**src/design/acoustic_cc_params.svh**
```systemverilog
// Correlator size parameters
`ifndef ACOUSTIC_CC_PARAMS_SVH
`define ACOUSTIC_CC_PARAMS_SVH

// ~~~~~~~~~~~~~~~~~~~~~~~~~~~~~~~~~~~~~~~~
// Frame geometry
// ~~~~~~~~~~~~~~~~~~~~~~~~~~~~~~~~~~~~~~~~

// Samples held per channel; the number of lags is the same.
`define CC_FRAME_LEN 16

// Width of a frame index or lag, enough to address CC_FRAME_LEN entries.
`define CC_LAG_W 4

// ~~~~~~~~~~~~~~~~~~~~~~~~~~~~~~~~~~~~~~~~
// Arithmetic widths
// ~~~~~~~~~~~~~~~~~~~~~~~~~~~~~~~~~~~~~~~~

// Signed sample width for both channels.
`define CC_SAMPLE_W 16

// A product is 32 bits and a lag sums 16 of them, so 36 bits would do.
// The extra headroom keeps the total clear of any wrap.
`define CC_ACC_W 40

`endif

```
**src/design/acoustic_cc_pkg.sv**
```systemverilog
// Correlator shared types
`default_nettype none

`include "acoustic_cc_params.svh"

package acoustic_cc_pkg;

    // One signed audio sample from either channel.
    typedef logic signed [`CC_SAMPLE_W-1:0] sample_t;

    // Signed sum of products for one lag.
    typedef logic signed [`CC_ACC_W-1:0] acc_t;

    // Lag number or position inside a frame.
    typedef logic [`CC_LAG_W-1:0] lag_t;

    // Sequencer states. Drain waits for the last products to leave the pipeline.
    typedef enum logic [1:0] {
        ST_IDLE,
        ST_RUN,
        ST_DRAIN
    } cc_state_t;

endpackage

`default_nettype wire

```
**src/design/frame_port_if.sv**
```systemverilog
// Frame read port bundle
`default_nettype none

interface frame_port_if;
    import acoustic_cc_pkg::*;

    // Held high by the sequencer while it reads, which freezes the frame.
    logic send_frame;

    // Address relative to the oldest stored sample.
    lag_t rd_addr;

    // Read data, valid one cycle after rd_addr.
    sample_t rd_data;

    // The buffer has seen a whole frame since reset.
    logic frame_full;

    modport reader (
        output send_frame,
        output rd_addr,
        input  rd_data,
        input  frame_full
    );

    modport store (
        input  send_frame,
        input  rd_addr,
        output rd_data,
        output frame_full
    );

endinterface

`default_nettype wire

```
**src/design/ring_buffer.sv**
```systemverilog
// Channel sample ring buffer
`default_nettype none

`include "acoustic_cc_params.svh"

module ring_buffer (
    input  logic                     clk,
    input  logic                     reset,
    input  acoustic_cc_pkg::sample_t sample_in,
    input  logic                     sample_valid,
    output logic                     ram_overflow,
    frame_port_if.store              port
);
    import acoustic_cc_pkg::*;

    sample_t              mem [`CC_FRAME_LEN];
    lag_t                 wr_ptr;
    logic [`CC_LAG_W:0]   count;
    logic                 write;
    lag_t                 rd_index;

    // Samples arriving during a frame read are lost.
    assign write = sample_valid && !port.send_frame;

    assign port.frame_full = (count == `CC_FRAME_LEN);

    // Once the buffer is full the write pointer sits on the oldest sample,
    // so adding it turns the relative address into an absolute one.
    assign rd_index = wr_ptr + port.rd_addr;

    // ~~~~~~~~~~~~~~~~~~~~~~~~~~~~~~~~~~~~~~~~
    // Write pointer, fill count, overflow
    // ~~~~~~~~~~~~~~~~~~~~~~~~~~~~~~~~~~~~~~~~
    always_ff @(posedge clk) begin
        if (reset) begin
            wr_ptr       <= '0;
            count        <= '0;
            ram_overflow <= 1'b0;
        end else begin
            if (write) begin
                wr_ptr <= wr_ptr + 1'b1;
                if (!port.frame_full) begin
                    count <= count + 1'b1;
                end
            end
            // Sticky until reset.
            if (sample_valid && port.send_frame) begin
                ram_overflow <= 1'b1;
            end
        end
    end

    // ~~~~~~~~~~~~~~~~~~~~~~~~~~~~~~~~~~~~~~~~
    // Storage and registered read
    // ~~~~~~~~~~~~~~~~~~~~~~~~~~~~~~~~~~~~~~~~
    always_ff @(posedge clk) begin
        if (write) begin
            mem[wr_ptr] <= sample_in;
        end
        port.rd_data <= mem[rd_index];
    end

endmodule

`default_nettype wire

```
**src/design/cc_control.sv**
```systemverilog
// Cross-correlation sequencer
`default_nettype none

`include "acoustic_cc_params.svh"

module cc_control (
    input  logic                  clk,
    input  logic                  reset,
    input  logic                  start_cc,
    frame_port_if.reader          x_port,
    frame_port_if.reader          y_port,
    output logic                  cc_busy,
    output logic                  mac_clear,
    output logic                  mac_en,
    output logic                  mac_last,
    output acoustic_cc_pkg::lag_t lag_index,
    output logic                  peak_clear,
    output logic                  cc_done
);
    import acoustic_cc_pkg::*;

    localparam lag_t LAST_IDX = lag_t'(`CC_FRAME_LEN - 1);

    cc_state_t state;
    lag_t      lag_k;
    lag_t      idx_n;
    lag_t      lag_d1;
    logic      accept;
    logic      issue;
    logic      issue_first;
    logic      issue_last;
    logic      issue_final;
    logic      final_d1;
    logic      final_d2;

    // A start needs both frames complete; anything else is ignored.
    assign accept = (state == ST_IDLE) && start_cc
                    && x_port.frame_full && y_port.frame_full;
    assign peak_clear = accept;

    assign issue       = (state == ST_RUN);
    assign issue_first = issue && (idx_n == '0);
    assign issue_last  = issue && (idx_n == LAST_IDX);
    assign issue_final = issue_last && (lag_k == LAST_IDX);

    // x is read at n and y at n+k; the 4-bit add wraps the lag circularly.
    assign x_port.rd_addr    = idx_n;
    assign y_port.rd_addr    = idx_n + lag_k;
    assign x_port.send_frame = cc_busy;
    assign y_port.send_frame = cc_busy;

    // ~~~~~~~~~~~~~~~~~~~~~~~~~~~~~~~~~~~~~~~~
    // State and counters
    // ~~~~~~~~~~~~~~~~~~~~~~~~~~~~~~~~~~~~~~~~
    always_ff @(posedge clk) begin
        if (reset) begin
            state   <= ST_IDLE;
            cc_busy <= 1'b0;
            lag_k   <= '0;
            idx_n   <= '0;
            cc_done <= 1'b0;
        end else begin
            cc_done <= final_d2;
            case (state)
                ST_IDLE: begin
                    if (accept) begin
                        state   <= ST_RUN;
                        cc_busy <= 1'b1;
                        lag_k   <= '0;
                        idx_n   <= '0;
                    end
                end
                ST_RUN: begin
                    idx_n <= idx_n + 1'b1;
                    if (idx_n == LAST_IDX) begin
                        lag_k <= lag_k + 1'b1;
                        if (lag_k == LAST_IDX) begin
                            state <= ST_DRAIN;
                        end
                    end
                end
                ST_DRAIN: begin
                    // The last lag total is in the peak detector this cycle.
                    if (final_d2) begin
                        state   <= ST_IDLE;
                        cc_busy <= 1'b0;
                    end
                end
                default: state <= ST_IDLE;
            endcase
        end
    end

    // Strobes trail the read address by the one cycle of RAM latency.
    always_ff @(posedge clk) begin
        if (reset) begin
            mac_en    <= 1'b0;
            mac_clear <= 1'b0;
            mac_last  <= 1'b0;
            final_d1  <= 1'b0;
            final_d2  <= 1'b0;
        end else begin
            mac_en    <= issue;
            mac_clear <= issue_first;
            mac_last  <= issue_last;
            final_d1  <= issue_final;
            final_d2  <= final_d1;
        end
    end

    // Lag number follows the product through read and MAC stages.
    always_ff @(posedge clk) begin
        lag_d1    <= lag_k;
        lag_index <= lag_d1;
    end

endmodule

`default_nettype wire

```
**src/design/lag_mac.sv**
```systemverilog
// Per-lag multiply-accumulate
`default_nettype none

`include "acoustic_cc_params.svh"

module lag_mac (
    input  logic                     clk,
    input  logic                     reset,
    input  logic                     mac_clear,
    input  logic                     mac_en,
    input  logic                     mac_last,
    input  acoustic_cc_pkg::sample_t x_data,
    input  acoustic_cc_pkg::sample_t y_data,
    output logic                     lag_valid,
    output acoustic_cc_pkg::acc_t    lag_total
);
    import acoustic_cc_pkg::*;

    logic signed [2*`CC_SAMPLE_W-1:0] product;
    acc_t                             product_ext;
    acc_t                             acc;
    acc_t                             acc_next;

    assign product     = x_data * y_data;
    assign product_ext = acc_t'(product);

    // The first product of a lag replaces whatever the last lag left behind.
    assign acc_next = mac_clear ? product_ext : acc + product_ext;

    always_ff @(posedge clk) begin
        if (mac_en) begin
            acc <= acc_next;
        end
        if (mac_en && mac_last) begin
            lag_total <= acc_next;
        end
    end

    always_ff @(posedge clk) begin
        if (reset) begin
            lag_valid <= 1'b0;
        end else begin
            lag_valid <= mac_en && mac_last;
        end
    end

endmodule

`default_nettype wire

```
**src/design/peak_detector.sv**
```systemverilog
// Correlation peak search
`default_nettype none

module peak_detector (
    input  logic                  clk,
    input  logic                  reset,
    input  logic                  peak_clear,
    input  logic                  lag_valid,
    input  acoustic_cc_pkg::acc_t lag_total,
    input  acoustic_cc_pkg::lag_t lag_index,
    input  logic                  cc_done,
    output acoustic_cc_pkg::lag_t index_out,
    output acoustic_cc_pkg::acc_t peak_value
);
    import acoustic_cc_pkg::*;

    acc_t max_value;
    lag_t max_index;
    acc_t held_value;
    lag_t held_index;
    logic have_max;

    always_ff @(posedge clk) begin
        if (reset || peak_clear) begin
            have_max <= 1'b0;
        end else if (lag_valid) begin
            have_max <= 1'b1;
        end
    end

    // Strictly greater, so on a tie the earliest (lowest) lag stays.
    always_ff @(posedge clk) begin
        if (lag_valid && (!have_max || lag_total > max_value)) begin
            max_value <= lag_total;
            max_index <= lag_index;
        end
    end

    always_ff @(posedge clk) begin
        if (reset) begin
            held_value <= '0;
            held_index <= '0;
        end else if (cc_done) begin
            held_value <= max_value;
            held_index <= max_index;
        end
    end

    // The new result shows on the done cycle itself and is held afterwards.
    assign index_out  = cc_done ? max_index : held_index;
    assign peak_value = cc_done ? max_value : held_value;

endmodule

`default_nettype wire

```
**src/design/cc_block.sv**
```systemverilog
// Time-delay estimator top level
`default_nettype none

module cc_block (
    input  logic                     clk,
    input  logic                     reset,
    input  logic                     start_cc,
    input  logic                     sample_valid,
    input  acoustic_cc_pkg::sample_t x_sample,
    input  acoustic_cc_pkg::sample_t y_sample,
    output logic                     cc_busy,
    output logic                     cc_done,
    output logic                     ram_overflow,
    output acoustic_cc_pkg::lag_t    index_out,
    output acoustic_cc_pkg::acc_t    peak_value
);
    import acoustic_cc_pkg::*;

    frame_port_if x_port ();
    frame_port_if y_port ();

    logic x_overflow;
    logic y_overflow;
    logic mac_clear;
    logic mac_en;
    logic mac_last;
    logic peak_clear;
    logic lag_valid;
    acc_t lag_total;
    lag_t lag_index;

    assign ram_overflow = x_overflow | y_overflow;

    // ~~~~~~~~~~~~~~~~~~~~~~~~~~~~~~~~~~~~~~~~
    // Channel storage
    // ~~~~~~~~~~~~~~~~~~~~~~~~~~~~~~~~~~~~~~~~
    ring_buffer x_buffer (
        .clk          (clk),
        .reset        (reset),
        .sample_in    (x_sample),
        .sample_valid (sample_valid),
        .ram_overflow (x_overflow),
        .port         (x_port.store)
    );

    ring_buffer y_buffer (
        .clk          (clk),
        .reset        (reset),
        .sample_in    (y_sample),
        .sample_valid (sample_valid),
        .ram_overflow (y_overflow),
        .port         (y_port.store)
    );

    // ~~~~~~~~~~~~~~~~~~~~~~~~~~~~~~~~~~~~~~~~
    // Correlation datapath
    // ~~~~~~~~~~~~~~~~~~~~~~~~~~~~~~~~~~~~~~~~
    cc_control control (
        .clk        (clk),
        .reset      (reset),
        .start_cc   (start_cc),
        .x_port     (x_port.reader),
        .y_port     (y_port.reader),
        .cc_busy    (cc_busy),
        .mac_clear  (mac_clear),
        .mac_en     (mac_en),
        .mac_last   (mac_last),
        .lag_index  (lag_index),
        .peak_clear (peak_clear),
        .cc_done    (cc_done)
    );

    lag_mac mac (
        .clk       (clk),
        .reset     (reset),
        .mac_clear (mac_clear),
        .mac_en    (mac_en),
        .mac_last  (mac_last),
        .x_data    (x_port.rd_data),
        .y_data    (y_port.rd_data),
        .lag_valid (lag_valid),
        .lag_total (lag_total)
    );

    peak_detector peak (
        .clk        (clk),
        .reset      (reset),
        .peak_clear (peak_clear),
        .lag_valid  (lag_valid),
        .lag_total  (lag_total),
        .lag_index  (lag_index),
        .cc_done    (cc_done),
        .index_out  (index_out),
        .peak_value (peak_value)
    );

endmodule

`default_nettype wire

```
**config.mk**
```make
export PLATFORM = sky130hd
export DESIGN_NAME = cc_block
export DESIGN_NICKNAME = d
export VERILOG_FILES = /design/src/design/acoustic_cc_pkg.sv /design/src/design/frame_port_if.sv /design/src/design/ring_buffer.sv /design/src/design/cc_control.sv /design/src/design/lag_mac.sv /design/src/design/peak_detector.sv /design/src/design/cc_block.sv
export VERILOG_INCLUDE_DIRS = /design/src /design/src/design
export SDC_FILE = /design/constraint.sdc
export NUM_CORES = 2
export LEC_CHECK = 0
export BUFFER_PORTS_ARGS = -buffer_cell sky130_fd_sc_hd__buf_4
export CAP_MARGIN = 30
export CORE_MARGIN = 3
export CORE_UTILIZATION = 24
export CTS_CLUSTER_DIAMETER = 50
export DETAILED_ROUTE_END_ITERATION = 8
export PLACE_DENSITY = 0.44
export SYNTH_ARGS = -nofsm -noshare
export SYNTH_HDL_FRONTEND = slang
export SYNTH_SLANG_ARGS = --single-unit
```
**constraint.sdc**
```tcl
create_clock -name clk -period 18.8 [get_ports clk]
set_input_delay 2.82 -clock clk [delete_from_list [all_inputs] [get_ports clk]]
set_output_delay 2.82 -clock clk [all_outputs]
set_load 0.05 [all_outputs]
```
==> run metrics <==
status=finished clean; most frequent cells in the layout=636 x edfxtp_1, 350 x inv_1, 266 x fa_1; clk_lat worst skew=0.71 ns; delay of the slowest cell on the worst path=0.84 ns; EDFF count, synth=636; IO buf count=82; setup TNS=0 ns; number of setup buffers added after CTS=0; number of cell rows=150; Reg2Reg Launch Point=x_buffer.port.rd_data[7]; count of pins over their slew limit=0; Initial Utilization=approximately a quarter; Post-CTS Hold Fix Bufs=0; routed via count=22,334; post-DR wirelength/cell=approximately 19 um; Layout Nets=3,491; Detailed Place HPWL=approximately 66,000 um; CORE AREA=roughly 170,000 um2; GP Congestion=0.783; Period minus WS final=just under 9 ns; post-synth top area cell=edfxtp_1; area growth from synthesis to layout=17.1%; CTS buffer count=98; yosys warns=0; startpoint types=flip-flop; CTS tree=done; pin count of the biggest net entering global routing=between 60 and 70; post-synthesis net count=3,368; Setup crit start=x_buffer.port.rd_data[7]; number of vias per cell=4.22; Die X=~420 um; io pins=83; Die H=418 um; Final Hold Fails=0; Final ANT Viol Nets=0; CTS Sinks=758; worst hold path class=reg -> reg; RSZ-0062 raised after global routing=no; DRT iter0 DRCs=approximately 1,600; total global-route track usage=11.5%; Worst Path Max Fanout=16; Final period util=a little under half; Rel. slew slack=36.9%; share of the synthesized area in the top cell type=46.8%; 1st-pass router iterations=5; sequential area share after synthesis=52.8%; initial antenna violation count=3; clock tree root driver cell=clkbuf_16; required time of the critical path=~19 ns; end of the critical path=mac.lag_total[30]; Clock Path Buffers=3; reg2reg end=mac.lag_total[30]; asr flop ratio synth=0%; layout cells sized above 1=17.6%; Mapped Cells=2,880; CP arrival=9.30 ns; Crit. End Element=flip-flop; Resize count post-CTS=0; fmax=113 MHz; Setup Viol. Count Final=0; Routed WL=99,100 um; skew final=0.0705 ns; H-tree depth=3; Reg2Reg Depth=31; Worst-path clk slew=0.06 ns; Worst-Margin Slew=about 0.95 ns; Max Cap Viol=0; number of synthesized register bits=758; die area=175,000 um2; number of global-route vias before repair=23,796; R2R Setup Slk=9.94 ns; critical path class=reg -> reg; master of the slowest instance on the critical path=dfxtp_1; commonest non-fill, non-tap cell in the layout=edfxtp_1; most frequent CP cell=fa_1; first-pass GRT wire length=between 150,000 and 200,000 um; # fillers=16,986; post-synthesis cell type count=75; Synth area leaders=edfxtp_1 47%, fa_1 13%, mux4_2 7.9%; synthesized area=approximately 41,000 um2; DRC viols=0; Overflow after GRT=0; Avg Inst Size Synth=14.2 um2; ys flop type=edfxtp_1
-- registers in the layout, summed over array words and instances (netlist names), 16 cells and up --
| register | cells |
|---|---|
| mac.acc | 40 |
| peak.held_value | 40 |
| peak.max_value | 40 |
| mac.lag_total | 40 |
| x_buffer.port.rd_data | 16 |
| y_buffer.mem | 256 |
| x_buffer.mem | 256 |
| y_buffer.port.rd_data | 16 |
-- kinds of logic (layout without fill, tap and decap cells) --
family	Yosys count	in the layout	synth area share (%)
DFF	758	758	52.8
and+or+nand+nor	602	602	7.38
buffers and inverters	454	662	4.22
adders and majority gates	452	452	18.8
AOI/OAI and AO/OA	308	308	5.02
muxes	216	216	9.87
xor gates and xnor gates	90	90	1.95
other	0	3	0
-- how the worst min path moves through the flow --
stage                           start              endpoint  slack, ns  cells past startpoint
finish              control.lag_d1[2]  control.lag_index[2]       0.32                      0
global route        control.lag_d1[2]  control.lag_index[2]       0.33                      0
CTS                 control.lag_d1[2]  control.lag_index[2]       0.32                      0
detailed placement  control.lag_d1[2]  control.lag_index[2]       0.31                      0
global placement    control.lag_d1[1]  control.lag_index[1]       0.31                      0
floorplan           control.lag_d1[0]  control.lag_index[0]       0.31                      0
-- cells in the mapped netlist (7+ instances only) --
master	count
edfxtp_1	636
inv_1	350
fa_1	268
nand2_1	196
ha_1	184
and2_1	173
mux4_2	144
dfxtp_1	122
nor2_1	101
a21oi_1	91
clkbuf_1	82
mux2_2	53
xnor2_1	51
o21ai_0	49
a21o_1	47
xor2_1	38
a211oi_1	28
nor2b_1	25
nor3_1	24
nand2b_1	21
nand4_1	21
mux2i_1	19
o21ai_1	17
nand3_1	13
o21a_1	13
o21bai_1	12
buf_1	11
and3_1	10
buf_2	8
a31oi_1	7
-- critical path: cells and delay by family (launching register included) --
kind	cells	cell delay [ns]
adder cells (fa/ha/maj)	8	3.74
buffers and inverters	5	0.26
flip-flops	1	0.84
AO/OA/AOI/OAI	12	2.98
AND/OR/NAND/NOR	4	0.52
XOR/XNOR	2	0.32
-- cell type report --
cell class / instances / area (um2) / share of cell area (%)
clock inverter: 66 / 873 / 1.83
inverter: 351 / 1320 / 2.76
antenna: 3 / 7.51 / 0.0157
sequential: 758 / 21500 / 45.1
multi-input combinational: 1668 / 17800 / 37.2
timing repair buffer: 126 / 966 / 2.02
clock buffer: 119 / 2570 / 5.38
tap: 2204 / 2760 / 5.77
-- routing by layer --
layer	vias up	GRT usage, %	wire, um
met1	11427	16.9	49700
met3	117	2.12	4160
li1	10422	-	-
met4	2	2.69	1670
met2	366	17.4	43600
met5	-	0	12
-- per-stage QoR --
step | std cells | worst slack, ns | utilization (%) | cell area (um2) | hold slack [ns]
final | 5295 | 9.94 | 28.4 | 47800 | 0.324
after global routing | 5292 | 9.36 | 28.4 | 47800 | 0.331
after CTS | 5290 | 9.90 | 28.4 | 47800 | 0.325
after detailed placement | 5105 | 9.84 | 26.4 | 44300 | 0.312
after global placement | 5104 | 9.77 | 26.3 | 44300 | 0.315
after floorplan | 2880 | 11.01 | - | 40800 | 0.310
Power is not shown: default switching activity piles up to over one toggle a cycle in this logic, so the estimate is an artifact.
